### src/source/dbg_pkg.sv
`default_nettype none

package dbg_pkg;

   ////////////////////
   // board
   localparam int CLK_FREQ  = 50_000_000; // Hz
   localparam int BAUD_RATE = 115200;

   localparam int CYCLES_PER_BIT_DEFAULT = CLK_FREQ / BAUD_RATE;

   ////////////////////
   // register file
   localparam int DATA_WIDTH = 16;
   localparam int DATA_BYTES = (DATA_WIDTH + 7) / 8; // bytes per word on the wire

   localparam int NUM_ENTRIES_DEFAULT = 8;

   ////////////////////
   // host commands
   localparam logic [7:0] CMD_READ  = 8'h00;
   localparam logic [7:0] CMD_WRITE = 8'h01;

endpackage

`default_nettype wire

### src/source/sync_2ff.sv
`timescale 1ns/100ps
`default_nettype none

module sync_2ff #(
   parameter int              WIDTH    = 1,
   parameter logic [WIDTH-1:0] INIT_VAL = '0
) (
   input  wire              clk,
   input  wire              n_rst,
   input  wire  [WIDTH-1:0] i_d,
   output logic [WIDTH-1:0] o_q
);

   logic [WIDTH-1:0] meta; // first stage, may go metastable

   always_ff @(posedge clk) begin
      if (!n_rst) begin
         meta <= INIT_VAL;
         o_q  <= INIT_VAL;
      end else begin
         meta <= i_d;
         o_q  <= meta;
      end
   end

endmodule

`default_nettype wire

### src/source/uart_rx.sv
`timescale 1ns/100ps
`default_nettype none

module uart_rx #(
   parameter int CYCLES_PER_BIT = dbg_pkg::CYCLES_PER_BIT_DEFAULT
) (
   input  wire        clk,
   input  wire        n_rst,
   input  wire        i_rxd,
   output logic [7:0] o_data,
   output logic       o_valid
);

   localparam int CNT_W = $clog2(CYCLES_PER_BIT);
   localparam logic [CNT_W-1:0] CNT_LAST = CNT_W'(CYCLES_PER_BIT - 1);
   localparam logic [CNT_W-1:0] CNT_HALF = CNT_W'(CYCLES_PER_BIT / 2 - 1);

   localparam logic [1:0] S_IDLE  = 2'd0;
   localparam logic [1:0] S_START = 2'd1;
   localparam logic [1:0] S_DATA  = 2'd2;
   localparam logic [1:0] S_STOP  = 2'd3;

   logic [1:0]       state;
   logic [CNT_W-1:0] cnt;
   logic [2:0]       bit_idx;
   logic             sample; // middle of a data bit

   assign sample = (state == S_DATA) && (cnt == CNT_LAST);

   ////////////////////
   // bit timing
   always_ff @(posedge clk) begin
      if (!n_rst) begin
         state   <= S_IDLE;
         cnt     <= '0;
         bit_idx <= '0;
         o_valid <= 1'b0;
      end else begin
         o_valid <= 1'b0;
         cnt     <= cnt + 1'b1;
         case (state)
            S_IDLE: begin
               cnt     <= '0;
               bit_idx <= '0;
               if (!i_rxd)
                  state <= S_START;
            end
            S_START: begin
               // realign the counter to mid-bit
               if (cnt == CNT_HALF) begin
                  cnt   <= '0;
                  state <= i_rxd ? S_IDLE : S_DATA; // glitch, not a start bit
               end
            end
            S_DATA: begin
               if (cnt == CNT_LAST) begin
                  cnt     <= '0;
                  bit_idx <= bit_idx + 1'b1;
                  if (bit_idx == 3'd7)
                     state <= S_STOP;
               end
            end
            default: begin
               if (cnt == CNT_LAST) begin
                  state   <= S_IDLE;
                  o_valid <= i_rxd; // low stop bit drops the byte
               end
            end
         endcase
      end
   end

   // lsb first
   always_ff @(posedge clk) begin
      if (sample)
         o_data <= {i_rxd, o_data[7:1]};
   end

endmodule

`default_nettype wire

### src/source/uart_tx.sv
`timescale 1ns/100ps
`default_nettype none

module uart_tx #(
   parameter int CYCLES_PER_BIT = dbg_pkg::CYCLES_PER_BIT_DEFAULT
) (
   input  wire       clk,
   input  wire       n_rst,
   input  wire [7:0] i_data,
   input  wire       i_start,
   output logic      o_txd,
   output logic      o_done
);

   localparam int CNT_W = $clog2(CYCLES_PER_BIT);
   localparam logic [CNT_W-1:0] CNT_LAST = CNT_W'(CYCLES_PER_BIT - 1);

   logic             busy;
   logic [CNT_W-1:0] cnt;
   logic [3:0]       bit_idx;
   logic [9:0]       shreg; // stop, data, start

   assign o_txd = shreg[0]; // all ones while idle

   always_ff @(posedge clk) begin
      if (!n_rst) begin
         busy    <= 1'b0;
         cnt     <= '0;
         bit_idx <= '0;
         shreg   <= '1;
         o_done  <= 1'b0;
      end else begin
         o_done <= 1'b0;
         if (!busy) begin
            cnt     <= '0;
            bit_idx <= '0;
            if (i_start) begin
               shreg <= {1'b1, i_data, 1'b0};
               busy  <= 1'b1;
            end
         end else if (cnt == CNT_LAST) begin
            cnt     <= '0;
            shreg   <= {1'b1, shreg[9:1]};
            bit_idx <= bit_idx + 1'b1;
            // end of the stop bit
            if (bit_idx == 4'd9) begin
               busy   <= 1'b0;
               o_done <= 1'b1;
            end
         end else begin
            cnt <= cnt + 1'b1;
         end
      end
   end

endmodule

`default_nettype wire

### src/source/cmd_endpoint.sv
`timescale 1ns/100ps
`default_nettype none

module cmd_endpoint #(
   parameter int NUM_ENTRIES = dbg_pkg::NUM_ENTRIES_DEFAULT
) (
   input  wire                               clk,
   input  wire                               n_rst,
   // receiver
   input  wire  [7:0]                        i_rx_data,
   input  wire                               i_rx_valid,
   // transmitter
   output logic [7:0]                        o_tx_data,
   output logic                              o_tx_start,
   input  wire                               i_tx_done,
   // register file write
   output logic                              o_wr_en,
   output logic [$clog2(NUM_ENTRIES)-1:0]    o_wr_addr,
   output logic [dbg_pkg::DATA_WIDTH-1:0]    o_wr_data,
   // register file read
   output logic                              o_rd_req,
   output logic [$clog2(NUM_ENTRIES)-1:0]    o_rd_addr,
   input  wire                               i_rd_ack,
   input  wire  [dbg_pkg::DATA_WIDTH-1:0]    i_rd_data
);

   import dbg_pkg::*;

   localparam int ADDR_W = $clog2(NUM_ENTRIES);
   localparam int CNT_W  = (DATA_BYTES > 1) ? $clog2(DATA_BYTES) : 1;
   localparam logic [CNT_W-1:0] CNT_LAST = CNT_W'(DATA_BYTES - 1);

   localparam logic [2:0] ST_IDLE  = 3'd0;
   localparam logic [2:0] ST_ADDR  = 3'd1;
   localparam logic [2:0] ST_WDATA = 3'd2;
   localparam logic [2:0] ST_RWAIT = 3'd3;
   localparam logic [2:0] ST_RSEND = 3'd4;

   logic [2:0]            state;
   logic [CNT_W-1:0]      byte_cnt;
   logic [7:0]            cmd;
   logic [ADDR_W-1:0]     addr;
   logic [DATA_WIDTH-1:0] word_buf; // incoming bytes, low byte first
   logic [DATA_WIDTH-1:0] tx_buf;   // reply, shifted out low byte first

   assign o_wr_addr = addr;
   assign o_rd_addr = addr;
   assign o_wr_data = word_buf;
   assign o_tx_data = tx_buf[7:0];

   ////////////////////
   // command FSM
   always_ff @(posedge clk) begin
      if (!n_rst) begin
         state      <= ST_IDLE;
         byte_cnt   <= '0;
         o_wr_en    <= 1'b0;
         o_rd_req   <= 1'b0;
         o_tx_start <= 1'b0;
      end else begin
         o_wr_en    <= 1'b0;
         o_tx_start <= 1'b0;
         case (state)
            ST_IDLE: begin
               byte_cnt <= '0;
               if (i_rx_valid)
                  state <= ST_ADDR;
            end
            ST_ADDR: begin
               if (i_rx_valid) begin
                  if (cmd == CMD_WRITE) begin
                     state <= ST_WDATA;
                  end else if (cmd == CMD_READ) begin
                     o_rd_req <= 1'b1;
                     state    <= ST_RWAIT;
                  end else begin
                     state <= ST_IDLE; // unknown command, address swallowed
                  end
               end
            end
            ST_WDATA: begin
               if (i_rx_valid) begin
                  byte_cnt <= byte_cnt + 1'b1;
                  if (byte_cnt == CNT_LAST) begin
                     o_wr_en <= 1'b1;
                     state   <= ST_IDLE;
                  end
               end
            end
            ST_RWAIT: begin
               if (i_rd_ack) begin
                  o_rd_req   <= 1'b0;
                  o_tx_start <= 1'b1;
                  state      <= ST_RSEND;
               end
            end
            ST_RSEND: begin
               // next byte only after the previous stop bit
               if (i_tx_done) begin
                  if (byte_cnt == CNT_LAST) begin
                     state <= ST_IDLE;
                  end else begin
                     byte_cnt   <= byte_cnt + 1'b1;
                     o_tx_start <= 1'b1;
                  end
               end
            end
            default: state <= ST_IDLE;
         endcase
      end
   end

   ////////////////////
   // byte assembly
   always_ff @(posedge clk) begin
      if (state == ST_IDLE && i_rx_valid)
         cmd <= i_rx_data;
      if (state == ST_ADDR && i_rx_valid)
         addr <= i_rx_data[ADDR_W-1:0]; // high address bits ignored
      if (state == ST_WDATA && i_rx_valid)
         word_buf <= {i_rx_data, word_buf[DATA_WIDTH-1:8]};
      if (state == ST_RWAIT && i_rd_ack)
         tx_buf <= i_rd_data;
      else if (state == ST_RSEND && i_tx_done)
         tx_buf <= {8'h00, tx_buf[DATA_WIDTH-1:8]};
   end

endmodule

`default_nettype wire

### src/source/dbg_reg_file.sv
`timescale 1ns/100ps
`default_nettype none

module dbg_reg_file #(
   parameter int NUM_ENTRIES = dbg_pkg::NUM_ENTRIES_DEFAULT
) (
   input  wire                            clk,
   input  wire                            n_rst,
   input  wire                            i_wr_en,
   input  wire  [$clog2(NUM_ENTRIES)-1:0] i_wr_addr,
   input  wire  [dbg_pkg::DATA_WIDTH-1:0] i_wr_data,
   input  wire                            i_rd_req,
   input  wire  [$clog2(NUM_ENTRIES)-1:0] i_rd_addr,
   output logic                           o_rd_ack,
   output logic [dbg_pkg::DATA_WIDTH-1:0] o_rd_data,
   input  wire  [dbg_pkg::DATA_WIDTH-1:0] i_board_in,
   output logic [dbg_pkg::DATA_WIDTH-1:0] o_display
);

   import dbg_pkg::*;

   localparam int ADDR_W = $clog2(NUM_ENTRIES);
   localparam int NUM_WR = NUM_ENTRIES / 2;

   logic [DATA_WIDTH-1:0] regs [NUM_WR];
   logic [DATA_WIDTH-1:0] board_q;  // input snapshot
   logic [DATA_WIDTH-1:0] rd_mux;
   logic                  rd_req_q;

   assign o_display = regs[0];

   always_ff @(posedge clk) begin
      if (!n_rst) begin
         for (int i = 0; i < NUM_WR; i++)
            regs[i] <= '0;
      end else if (i_wr_en) begin
         for (int i = 0; i < NUM_WR; i++)
            if (i_wr_addr == ADDR_W'(i))
               regs[i] <= i_wr_data; // upper half is read only
      end
   end

   always_ff @(posedge clk) begin
      board_q <= i_board_in;
   end

   // lower half writable, then inputs, rest zero
   always_comb begin
      rd_mux = '0;
      for (int i = 0; i < NUM_WR; i++)
         if (i_rd_addr == ADDR_W'(i))
            rd_mux = regs[i];
      if (i_rd_addr == ADDR_W'(NUM_WR))
         rd_mux = board_q;
   end

   ////////////////////
   // read handshake, ack two cycles after req
   always_ff @(posedge clk) begin
      if (!n_rst) begin
         rd_req_q <= 1'b0;
         o_rd_ack <= 1'b0;
      end else begin
         rd_req_q <= i_rd_req;
         o_rd_ack <= i_rd_req && rd_req_q && !o_rd_ack; // single pulse
      end
   end

   always_ff @(posedge clk) begin
      if (rd_req_q)
         o_rd_data <= rd_mux;
   end

endmodule

`default_nettype wire

### src/source/hex_display.sv
`timescale 1ns/100ps
`default_nettype none

module hex_display (
   input  wire  [dbg_pkg::DATA_WIDTH-1:0] i_value,
   output logic [6:0]                     o_seg0,
   output logic [6:0]                     o_seg1,
   output logic [6:0]                     o_seg2,
   output logic [6:0]                     o_seg3
);

   // active low, segment a in bit 0
   function automatic logic [6:0] seg_font(input logic [3:0] nib);
      case (nib)
         4'h0: seg_font = 7'b1000000;
         4'h1: seg_font = 7'b1111001;
         4'h2: seg_font = 7'b0100100;
         4'h3: seg_font = 7'b0110000;
         4'h4: seg_font = 7'b0011001;
         4'h5: seg_font = 7'b0010010;
         4'h6: seg_font = 7'b0000010;
         4'h7: seg_font = 7'b1111000;
         4'h8: seg_font = 7'b0000000;
         4'h9: seg_font = 7'b0010000;
         4'ha: seg_font = 7'b0001000;
         4'hb: seg_font = 7'b0000011;
         4'hc: seg_font = 7'b1000110;
         4'hd: seg_font = 7'b0100001;
         4'he: seg_font = 7'b0000110;
         default: seg_font = 7'b0001110;
      endcase
   endfunction

   assign o_seg0 = seg_font(i_value[3:0]); // lowest nibble
   assign o_seg1 = seg_font(i_value[7:4]);
   assign o_seg2 = seg_font(i_value[11:8]);
   assign o_seg3 = seg_font(i_value[15:12]);

endmodule

`default_nettype wire

### src/source/dbg_board_top.sv
`timescale 1ns/100ps
`default_nettype none

module dbg_board_top #(
   parameter int CYCLES_PER_BIT = dbg_pkg::CYCLES_PER_BIT_DEFAULT,
   parameter int NUM_ENTRIES    = dbg_pkg::NUM_ENTRIES_DEFAULT
) (
   input  wire        clk,
   input  wire        n_rst,
   input  wire        i_uart_rx,
   output logic       o_uart_tx,
   input  wire  [3:0] i_key,
   input  wire  [7:0] i_sw,
   output logic [6:0] o_hex0,
   output logic [6:0] o_hex1,
   output logic [6:0] o_hex2,
   output logic [6:0] o_hex3
);

   import dbg_pkg::*;

   localparam int ADDR_W = $clog2(NUM_ENTRIES);

   logic                  rx_sync;
   logic [11:0]           keys_sw_sync;
   logic [DATA_WIDTH-1:0] board_in;
   logic [7:0]            rx_data;
   logic                  rx_valid;
   logic [7:0]            tx_data;
   logic                  tx_start;
   logic                  tx_done;
   logic                  wr_en;
   logic [ADDR_W-1:0]     wr_addr;
   logic [DATA_WIDTH-1:0] wr_data;
   logic                  rd_req;
   logic [ADDR_W-1:0]     rd_addr;
   logic                  rd_ack;
   logic [DATA_WIDTH-1:0] rd_data;
   logic [DATA_WIDTH-1:0] display;

   ////////////////////
   // input synchronizers, rx idles high
   sync_2ff #(.WIDTH(1), .INIT_VAL(1'b1)) u_sync_rx (
      .clk(clk), .n_rst(n_rst), .i_d(i_uart_rx), .o_q(rx_sync)
   );

   sync_2ff #(.WIDTH(12), .INIT_VAL(12'h000)) u_sync_in (
      .clk(clk), .n_rst(n_rst), .i_d({i_key, i_sw}), .o_q(keys_sw_sync)
   );

   assign board_in = {4'h0, keys_sw_sync};

   ////////////////////
   // serial link
   uart_rx #(.CYCLES_PER_BIT(CYCLES_PER_BIT)) u_rx (
      .clk(clk), .n_rst(n_rst), .i_rxd(rx_sync), .o_data(rx_data), .o_valid(rx_valid)
   );

   uart_tx #(.CYCLES_PER_BIT(CYCLES_PER_BIT)) u_tx (
      .clk(clk), .n_rst(n_rst), .i_data(tx_data), .i_start(tx_start),
      .o_txd(o_uart_tx), .o_done(tx_done)
   );

   cmd_endpoint #(.NUM_ENTRIES(NUM_ENTRIES)) u_ep (
      .clk(clk), .n_rst(n_rst),
      .i_rx_data(rx_data), .i_rx_valid(rx_valid),
      .o_tx_data(tx_data), .o_tx_start(tx_start), .i_tx_done(tx_done),
      .o_wr_en(wr_en), .o_wr_addr(wr_addr), .o_wr_data(wr_data),
      .o_rd_req(rd_req), .o_rd_addr(rd_addr), .i_rd_ack(rd_ack), .i_rd_data(rd_data)
   );

   dbg_reg_file #(.NUM_ENTRIES(NUM_ENTRIES)) u_regs (
      .clk(clk), .n_rst(n_rst),
      .i_wr_en(wr_en), .i_wr_addr(wr_addr), .i_wr_data(wr_data),
      .i_rd_req(rd_req), .i_rd_addr(rd_addr), .o_rd_ack(rd_ack), .o_rd_data(rd_data),
      .i_board_in(board_in), .o_display(display)
   );

   hex_display u_hex (
      .i_value(display),
      .o_seg0(o_hex0), .o_seg1(o_hex1), .o_seg2(o_hex2), .o_seg3(o_hex3)
   );

endmodule

`default_nettype wire

### config.mk
export PLATFORM = sky130hd
export DESIGN_NAME = dbg_board_top
export DESIGN_NICKNAME = d
export VERILOG_FILES = /design/src/source/dbg_pkg.sv /design/src/source/sync_2ff.sv /design/src/source/uart_rx.sv /design/src/source/uart_tx.sv /design/src/source/cmd_endpoint.sv /design/src/source/dbg_reg_file.sv /design/src/source/hex_display.sv /design/src/source/dbg_board_top.sv
export SDC_FILE = /design/constraint.sdc
export NUM_CORES = 1
export LEC_CHECK = 0
export ABC_AREA = 0
export BUFFER_PORTS_ARGS = -buffer_cell sky130_fd_sc_hd__buf_2
export CAP_MARGIN = 30
export CELL_PAD_IN_SITES_DETAIL_PLACEMENT = 0
export CELL_PAD_IN_SITES_GLOBAL_PLACEMENT = 1
export CORE_AREA = 8 8 142 144
export CTS_BUF_LIST = sky130_fd_sc_hd__clkbuf_4 sky130_fd_sc_hd__clkbuf_8 sky130_fd_sc_hd__clkbuf_16
export CTS_CLUSTER_DIAMETER = 50
export CTS_CLUSTER_SIZE = 14
export DETAILED_ROUTE_END_ITERATION = 16
export DIE_AREA = 0 0 150 152
export PLACE_DENSITY_LB_ADDON = 0.1
export RECOVER_POWER = 50
export SLEW_MARGIN = 10
export SYNTH_ARGS = -nofsm -noshare
export SYNTH_HDL_FRONTEND = slang
export SYNTH_SLANG_ARGS = --single-unit
### constraint.sdc
create_clock -name clk -period 7.9 [get_ports clk]
set_input_delay 1.185 -clock clk [delete_from_list [all_inputs] [get_ports clk]]
set_output_delay 1.185 -clock clk [all_outputs]
set_load 0.01 [all_outputs]
# [Yosys cells after proc, flatten, opt, wreduce, memory -nomap -nowiden]
# Memory sizes are Yosys's and may differ from the RTL's.
# Cells that the tools add are included.
[totals] reg_bits=154 out_inout_bits=29 memories=5 ram_bits=64 input_bits=15 mem_bits_ro=448
[op_classes] n_reduce_logical=30 n_bitwise=7 eq_ne=28 addsub=5 muxes=71
[memory_table] memory="(no name shown)" depth=16 word_bits=7 read_ports=1 rd_ports_with_merged_regs=0 wr=0 line_no="hex_display.sv:14" source="case (nib)"
[memory_table] memory="(no name shown)" depth=16 word_bits=7 read_ports=1 rd_ports_with_merged_regs=0 wr=0 line_no="hex_display.sv:14"
[memory_table] memory="(no name shown)" depth=16 word_bits=7 read_ports=1 rd_ports_with_merged_regs=0 wr=0 line_no="hex_display.sv:14"
[memory_table] memory="(no name shown)" depth=16 word_bits=7 read_ports=1 rd_ports_with_merged_regs=0 wr=0 line_no="hex_display.sv:14"
[memory_table] memory="u_regs.regs" depth=4 word_bits=16 read_ports=4 rd_ports_with_merged_regs=0 wr=4 line_no="dbg_reg_file.sv:25" source="logic [DATA_WIDTH-1:0] regs [NUM_WR];"
[ops] op="$mux W16" n=10
[ops] op="$mux W1" n=33
[ops] op="$mux W10" n=3
[ops] op="$pmux W9 S3" n=1
[ops] op="$mux W3" n=8
[ops] op="$add A9 B1 Y9 const B" n=2
[ops] op="$eq A9 B9 Y1 const B" n=2
[ops] op="$mux W9" n=2
[ops] op="$ne A2 B2 Y1 const B" n=9
[ops] op="$pmux W3 S5" n=1
[ops] op="$reduce_and A5 Y1" n=3
[ops] op="$mux W2" n=7
[ops] op="$eq A3 B2 Y1 const B" n=4
[ops] op="$mux W12" n=1
[ops] op="$eq A3 B3 Y1 const B" n=3
[ops] op="$eq A9 B8 Y1 const B" n=1
[ops] op="$reduce_and A3 Y1" n=3
[ops] op="$eq A8 B1 Y1 const B" n=1
[ops] op="$logic_and A1 B1 Y1" n=8
[ops] op="$logic_not A8 Y1" n=1
[ops] op="$reduce_bool A2 Y1" n=4
[ops] op="$eq A3 B1 Y1 const B" n=2
[ops] op="$logic_not A3 Y1" n=2
[ops] op="$ne A2 B1 Y1 const B" n=3
[ops] op="other kinds (18)" n=27

# [Depth between registers and ports, before layout]
[depth] ltp_word=6 mapped_depth=7 ltp_nobuf=6

# [Hierarchy]
# Synthesis repeated with hierarchy kept, for this count alone.
[hier_totals] cells_unflattened=825 hier_area_um2=10102.2
[modules_own_cells] module="dbg_reg_file" area_each_um2=4006.3 instances=1 cells_per_inst=261
[modules_own_cells] module="cmd_endpoint" area_each_um2=1976.9 instances=1 cells_per_inst=147
[modules_own_cells] module="uart_tx" area_each_um2=1260.0 instances=1 cells_per_inst=142
[modules_own_cells] module="hex_display" area_each_um2=1093.5 instances=1 cells_per_inst=124
[modules_own_cells] module="uart_rx" area_each_um2=1033.5 instances=1 cells_per_inst=96
[modules_own_cells] module="sync_2ff at u_sync_in" area_each_um2=675.6 instances=1 cells_per_inst=50
[modules_own_cells] module="sync_2ff at u_sync_rx" area_each_um2=52.6 instances=1 cells_per_inst=4
[modules_own_cells] module="dbg_board_top" area_each_um2=3.8 instances=1 cells_per_inst=1

# [Least setup slack after synthesis]
# No wires, ideal clock.
[synth_path] path_kind="in2reg" start="input port n_rst" end="memory u_regs.regs[3][0] (enable)" path_slack_ns=4.959 t_arrival_ns=2.477 path_buffers=3 t_required_ns=7.436 cell_stages=4 setup_time_ns=0.464 cell_sequence="buf_2 -> clkbuf_1 -> clkbuf_1 -> o21ai_0"
[synth_lines] item="start, declared" line_no="dbg_board_top.sv:9" source="input wire n_rst,"
[synth_lines] item="end, declared" line_no="dbg_reg_file.sv:25"

==> flow_summary_export.csv <==
group,metric,value,unit
clock_tree,tritoncts,"yes",
setup_path,critPathTopFamily,"buffers and inverters",
clock_tree,clock_insertion_delay_worst_skew,0.51,ns
clock_tree,cts_buffers,25,
sta,post-route-min-period,4.441,ns
route,drt_pre_antenna_iters,4,
floorplanning,effective_utilization_at_floorplan,52.98,%
setup_path,timing.critical_path.from_type,"input port",
synthesis,syn-num-nets,810,
route,detail_route.drc_violations,0,
job,cap_viol_max_count,2,
floorplanning,placeableCoreArea,17780,sq um
route,route.vias.total,5621,
status,failed_checks,"max-capacitance violations, max-slew violations",
sta,setup_tns,0,ns
placed_design,postPlaceCellArea,9799,sq um
status,outcome,"finished with violations",
layout,layout.filler_cells,1396,
grt,first_global_vias,5841,
synthesis,synthesis.yosys.warnings,0,
sta,grt_setup_unrepaired,"no",
setup_path,nature_of_the_critical_path_endpoint,"flip-flop",
power_and_ir_drop,pwr_density_cell,235.1,nW/um^2
clock_tree,cts.path.max_buffers,3,
clock_tree,post_cts_resized,0,
grt,antenna_found_initial,0,
min_path,hold_path.class,"flip-flop to flip-flop",
floorplanning,dieArea,22800,sq um
route,postRouteWirelength,17790,um
layout,area_growth_syn_to_layout,13.35,%
layout,share_of_final_layout_standard_cells_stronger_than_drive_strength_1,16.40,%
layout,final_nets,854,
floorplanning,chipHeight,152,um
synthesis,yosys-top-cells-area,"sky130_fd_sc_hd__edfxtp_1 (42%), sky130_fd_sc_hd__dfxtp_1 (18%), sky130_fd_sc_hd__and2_1 (6.8%)",
synthesis,postSynth.topFlopCell,"sky130_fd_sc_hd__edfxtp_1",
sta,timing.final.setup_violations,0,
synthesis,synth_area_per_cell,12.36,sq um
setup_path,critical_path_buf_inv_count,3,
synthesis,yosysSeqAreaShare,60.04,%
setup_path,crit_chain,"buf_2 > clkbuf_1 > o21ai_0 > buf_6",
sta,final_max_slew_viol_count,95,
synthesis,postSynthRegisterBits,217,
route,routed_via_density,5.343,
placed_design,place.port_buffers,43,
synthesis,yosys.cell_types.count,59,
synthesis,synth_area,9419,sq um
layout,antenna_cells,0,
placed_design,gpl.final_weighted_congestion,0.7570,
sta,slew_headroom,-65.66,%
setup_path,endpoint_required_time_on_the_critical_path,8.16,ns
synthesis,synth_commonest_cells,"sky130_fd_sc_hd__edfxtp_1 (131), sky130_fd_sc_hd__and2_1 (102), sky130_fd_sc_hd__dfxtp_1 (86)",
grt,grt-ovfl-total,0,
floorplanning,placementRows,49,
setup_path,cpPeakStageDelay,1.76,ns
setup_path,critical_path.slowest_cell,"sky130_fd_sc_hd__clkbuf_1",
sta,fmax,0.2252,GHz
synthesis,synth_most_common_cell,"sky130_fd_sc_hd__edfxtp_1",
synthesis,post_synthesis_cell_count,762,
synthesis,synth_enable_flop_cells,131,
power_and_ir_drop,leakagePower,4.019,nW
grt,grt_max_degree,64,
sta,worst_hold_margin,0.3242,ns
clock_tree,post-cts-setup-buffers,0,
clock_tree,numClockSinks,217,
clock_tree,clk_root_buffer_cell,"sky130_fd_sc_hd__clkbuf_16",
synthesis,ys_async_sr_fraction,0,%
route,antenna_violating_nets_post_route,0,
setup_path,crit_path_max_fo,63,
sta,final_min_period_over_clock_period,56.21,%
sta,number_of_hold_slack_violations_in_the_final_timing_report,0,
synthesis,synth.largest_area_cell,"sky130_fd_sc_hd__edfxtp_1",
layout,stdcell_area,10680,sq um
grt,gr-usage-all-layers,15.67,%
setup_path,cp_data_arrival_time,4.70,ns
floorplanning,boundaryPins,44,
grt,grt_first_pass_wirelength,29540,um
synthesis,synth.top_cell.area_share,41.76,%
placed_design,detailed_placement_hpwl,11630,um
sta,worstMarginPinSlew,2.485,ns
clock_tree,post_cts_hold_buffer_count,0,
sta,timing.clock.skew,0.01346,ns
setup_path,worstSetupPathType,"input port to flip-flop",
route,drt_iter0_markers,316,
clock_tree,clk_pin_slew_worst_paths,0.06,ns
clock_tree,h-tree-depth,1,
power_and_ir_drop,vdd_ir_drop_max,180.1,uV
floorplanning,die_width,150,um
route,wl_per_cell,16.91,um
[power by group]
part | internal (W) | switching [W]
combinational | 0.0000435 | 0.0000473
sequential | 0.00122 | 0.0000194
clock | 0.000720 | 0.000461
[flip-flops by register name (all words and copies together), names as in the netlist, 2 cells and up]
register,cells
u_rx.state,2
u_ep.o_rd_addr,3
u_regs.o_rd_data,16
u_tx.cnt,9
u_tx.shreg,9
u_regs.board_q,12
u_rx.cnt,9
u_tx.bit_idx,4
u_ep.tx_buf,16
u_rx.o_data,8
u_ep.state,3
u_ep.o_wr_data,16
u_regs.regs,64
u_sync_in.o_q,12
u_rx.bit_idx,3
u_sync_in.meta,12
u_ep.cmd,8
[final cells by class]
class | instances | area [sq um] | area share, %
clock inverters | 15 | 188.9 | 1.770
flip-flops and latches | 217 | 5655 | 52.97
multi-input cells | 478 | 3473 | 32.53
clock buffers | 29 | 673.1 | 6.305
well taps | 229 | 286.5 | 2.684
repair buffers | 54 | 286.5 | 2.684
inverters | 30 | 112.6 | 1.055
[metrics by stage]
step	power [W]	cells	utilization [%]	worst slack, ns
global route	0.002594	1052	60.05	3.015
detailed placement	0.001354	1002	55.12	4.625
floorplan	0.001318	762	-	4.959
global placement	0.001350	1002	55.12	4.715
CTS	0.002539	1046	59.96	4.449
finish	0.002510	1052	60.05	3.459
[metal layers]
layer | GRT usage, % | vias up | part of all wire [%]
met5 | 0 | - | 0
met4 | 4.714 | 0 | 2.5
met3 | 2.762 | 30 | 4.6
met2 | 26.03 | 95 | 47
met1 | 20.42 | 2723 | 46
li1 | - | 2773 | -
[path summary, 6_finish.rpt]
path / from / to / slack [ns] / depth (start not counted)
worst max-delay path: n_rst / u_regs.regs[2][11]$_SDFFCE_PN0P_ / 3.46 / 4
worst min-delay path: u_sync_in.o_q[7]$_SDFF_PN0_ / u_regs.board_q[7]$_DFF_P_ / 0.32 / 0
worst min register to register: u_sync_in.o_q[7]$_SDFF_PN0_ / u_regs.board_q[7]$_DFF_P_ / 0.32 / 0
worst max register to register: u_ep.o_rd_addr[0]$_DFFE_PP_ / u_regs.regs[3][1]$_SDFFCE_PN0P_ / 4.63 / 3
[layout by cell type (no fill, tap or decap), types with 6 or more instances in the layout]
master,n
sky130_fd_sc_hd__xor2_1,7
sky130_fd_sc_hd__and2_1,84
sky130_fd_sc_hd__o21ai_0,20
sky130_fd_sc_hd__o22ai_1,6
sky130_fd_sc_hd__dfxtp_1,86
sky130_fd_sc_hd__mux4_2,16
sky130_fd_sc_hd__xnor2_1,10
sky130_fd_sc_hd__clkbuf_16,26
sky130_fd_sc_hd__ha_1,33
sky130_fd_sc_hd__nor2b_1,18
sky130_fd_sc_hd__nor3_1,6
sky130_fd_sc_hd__nor2_1,57
sky130_fd_sc_hd__edfxtp_1,131
sky130_fd_sc_hd__nand2b_1,8
sky130_fd_sc_hd__a22o_1,7
sky130_fd_sc_hd__and2_0,18
sky130_fd_sc_hd__buf_2,43
sky130_fd_sc_hd__mux2i_1,26
sky130_fd_sc_hd__buf_4,6
sky130_fd_sc_hd__nand3_1,17
sky130_fd_sc_hd__and3_1,6
sky130_fd_sc_hd__nand2_1,55
sky130_fd_sc_hd__inv_1,30
sky130_fd_sc_hd__a21oi_1,13
sky130_fd_sc_hd__mux2_2,10
[cells by family (layout without fill, tap and decap cells)]
logic type / Yosys count / count (layout) / share of synthesized area (%)
xor+xnor: 17 / 17 / 1.581
simple gates: 296 / 296 / 17.02
fa+ha+maj: 33 / 33 / 4.384
buf+inv: 67 / 128 / 3.108
flops: 217 / 217 / 60.04
compound gates: 79 / 79 / 5.924
mux: 53 / 53 / 7.944
(Power assumes the default switching activity.)
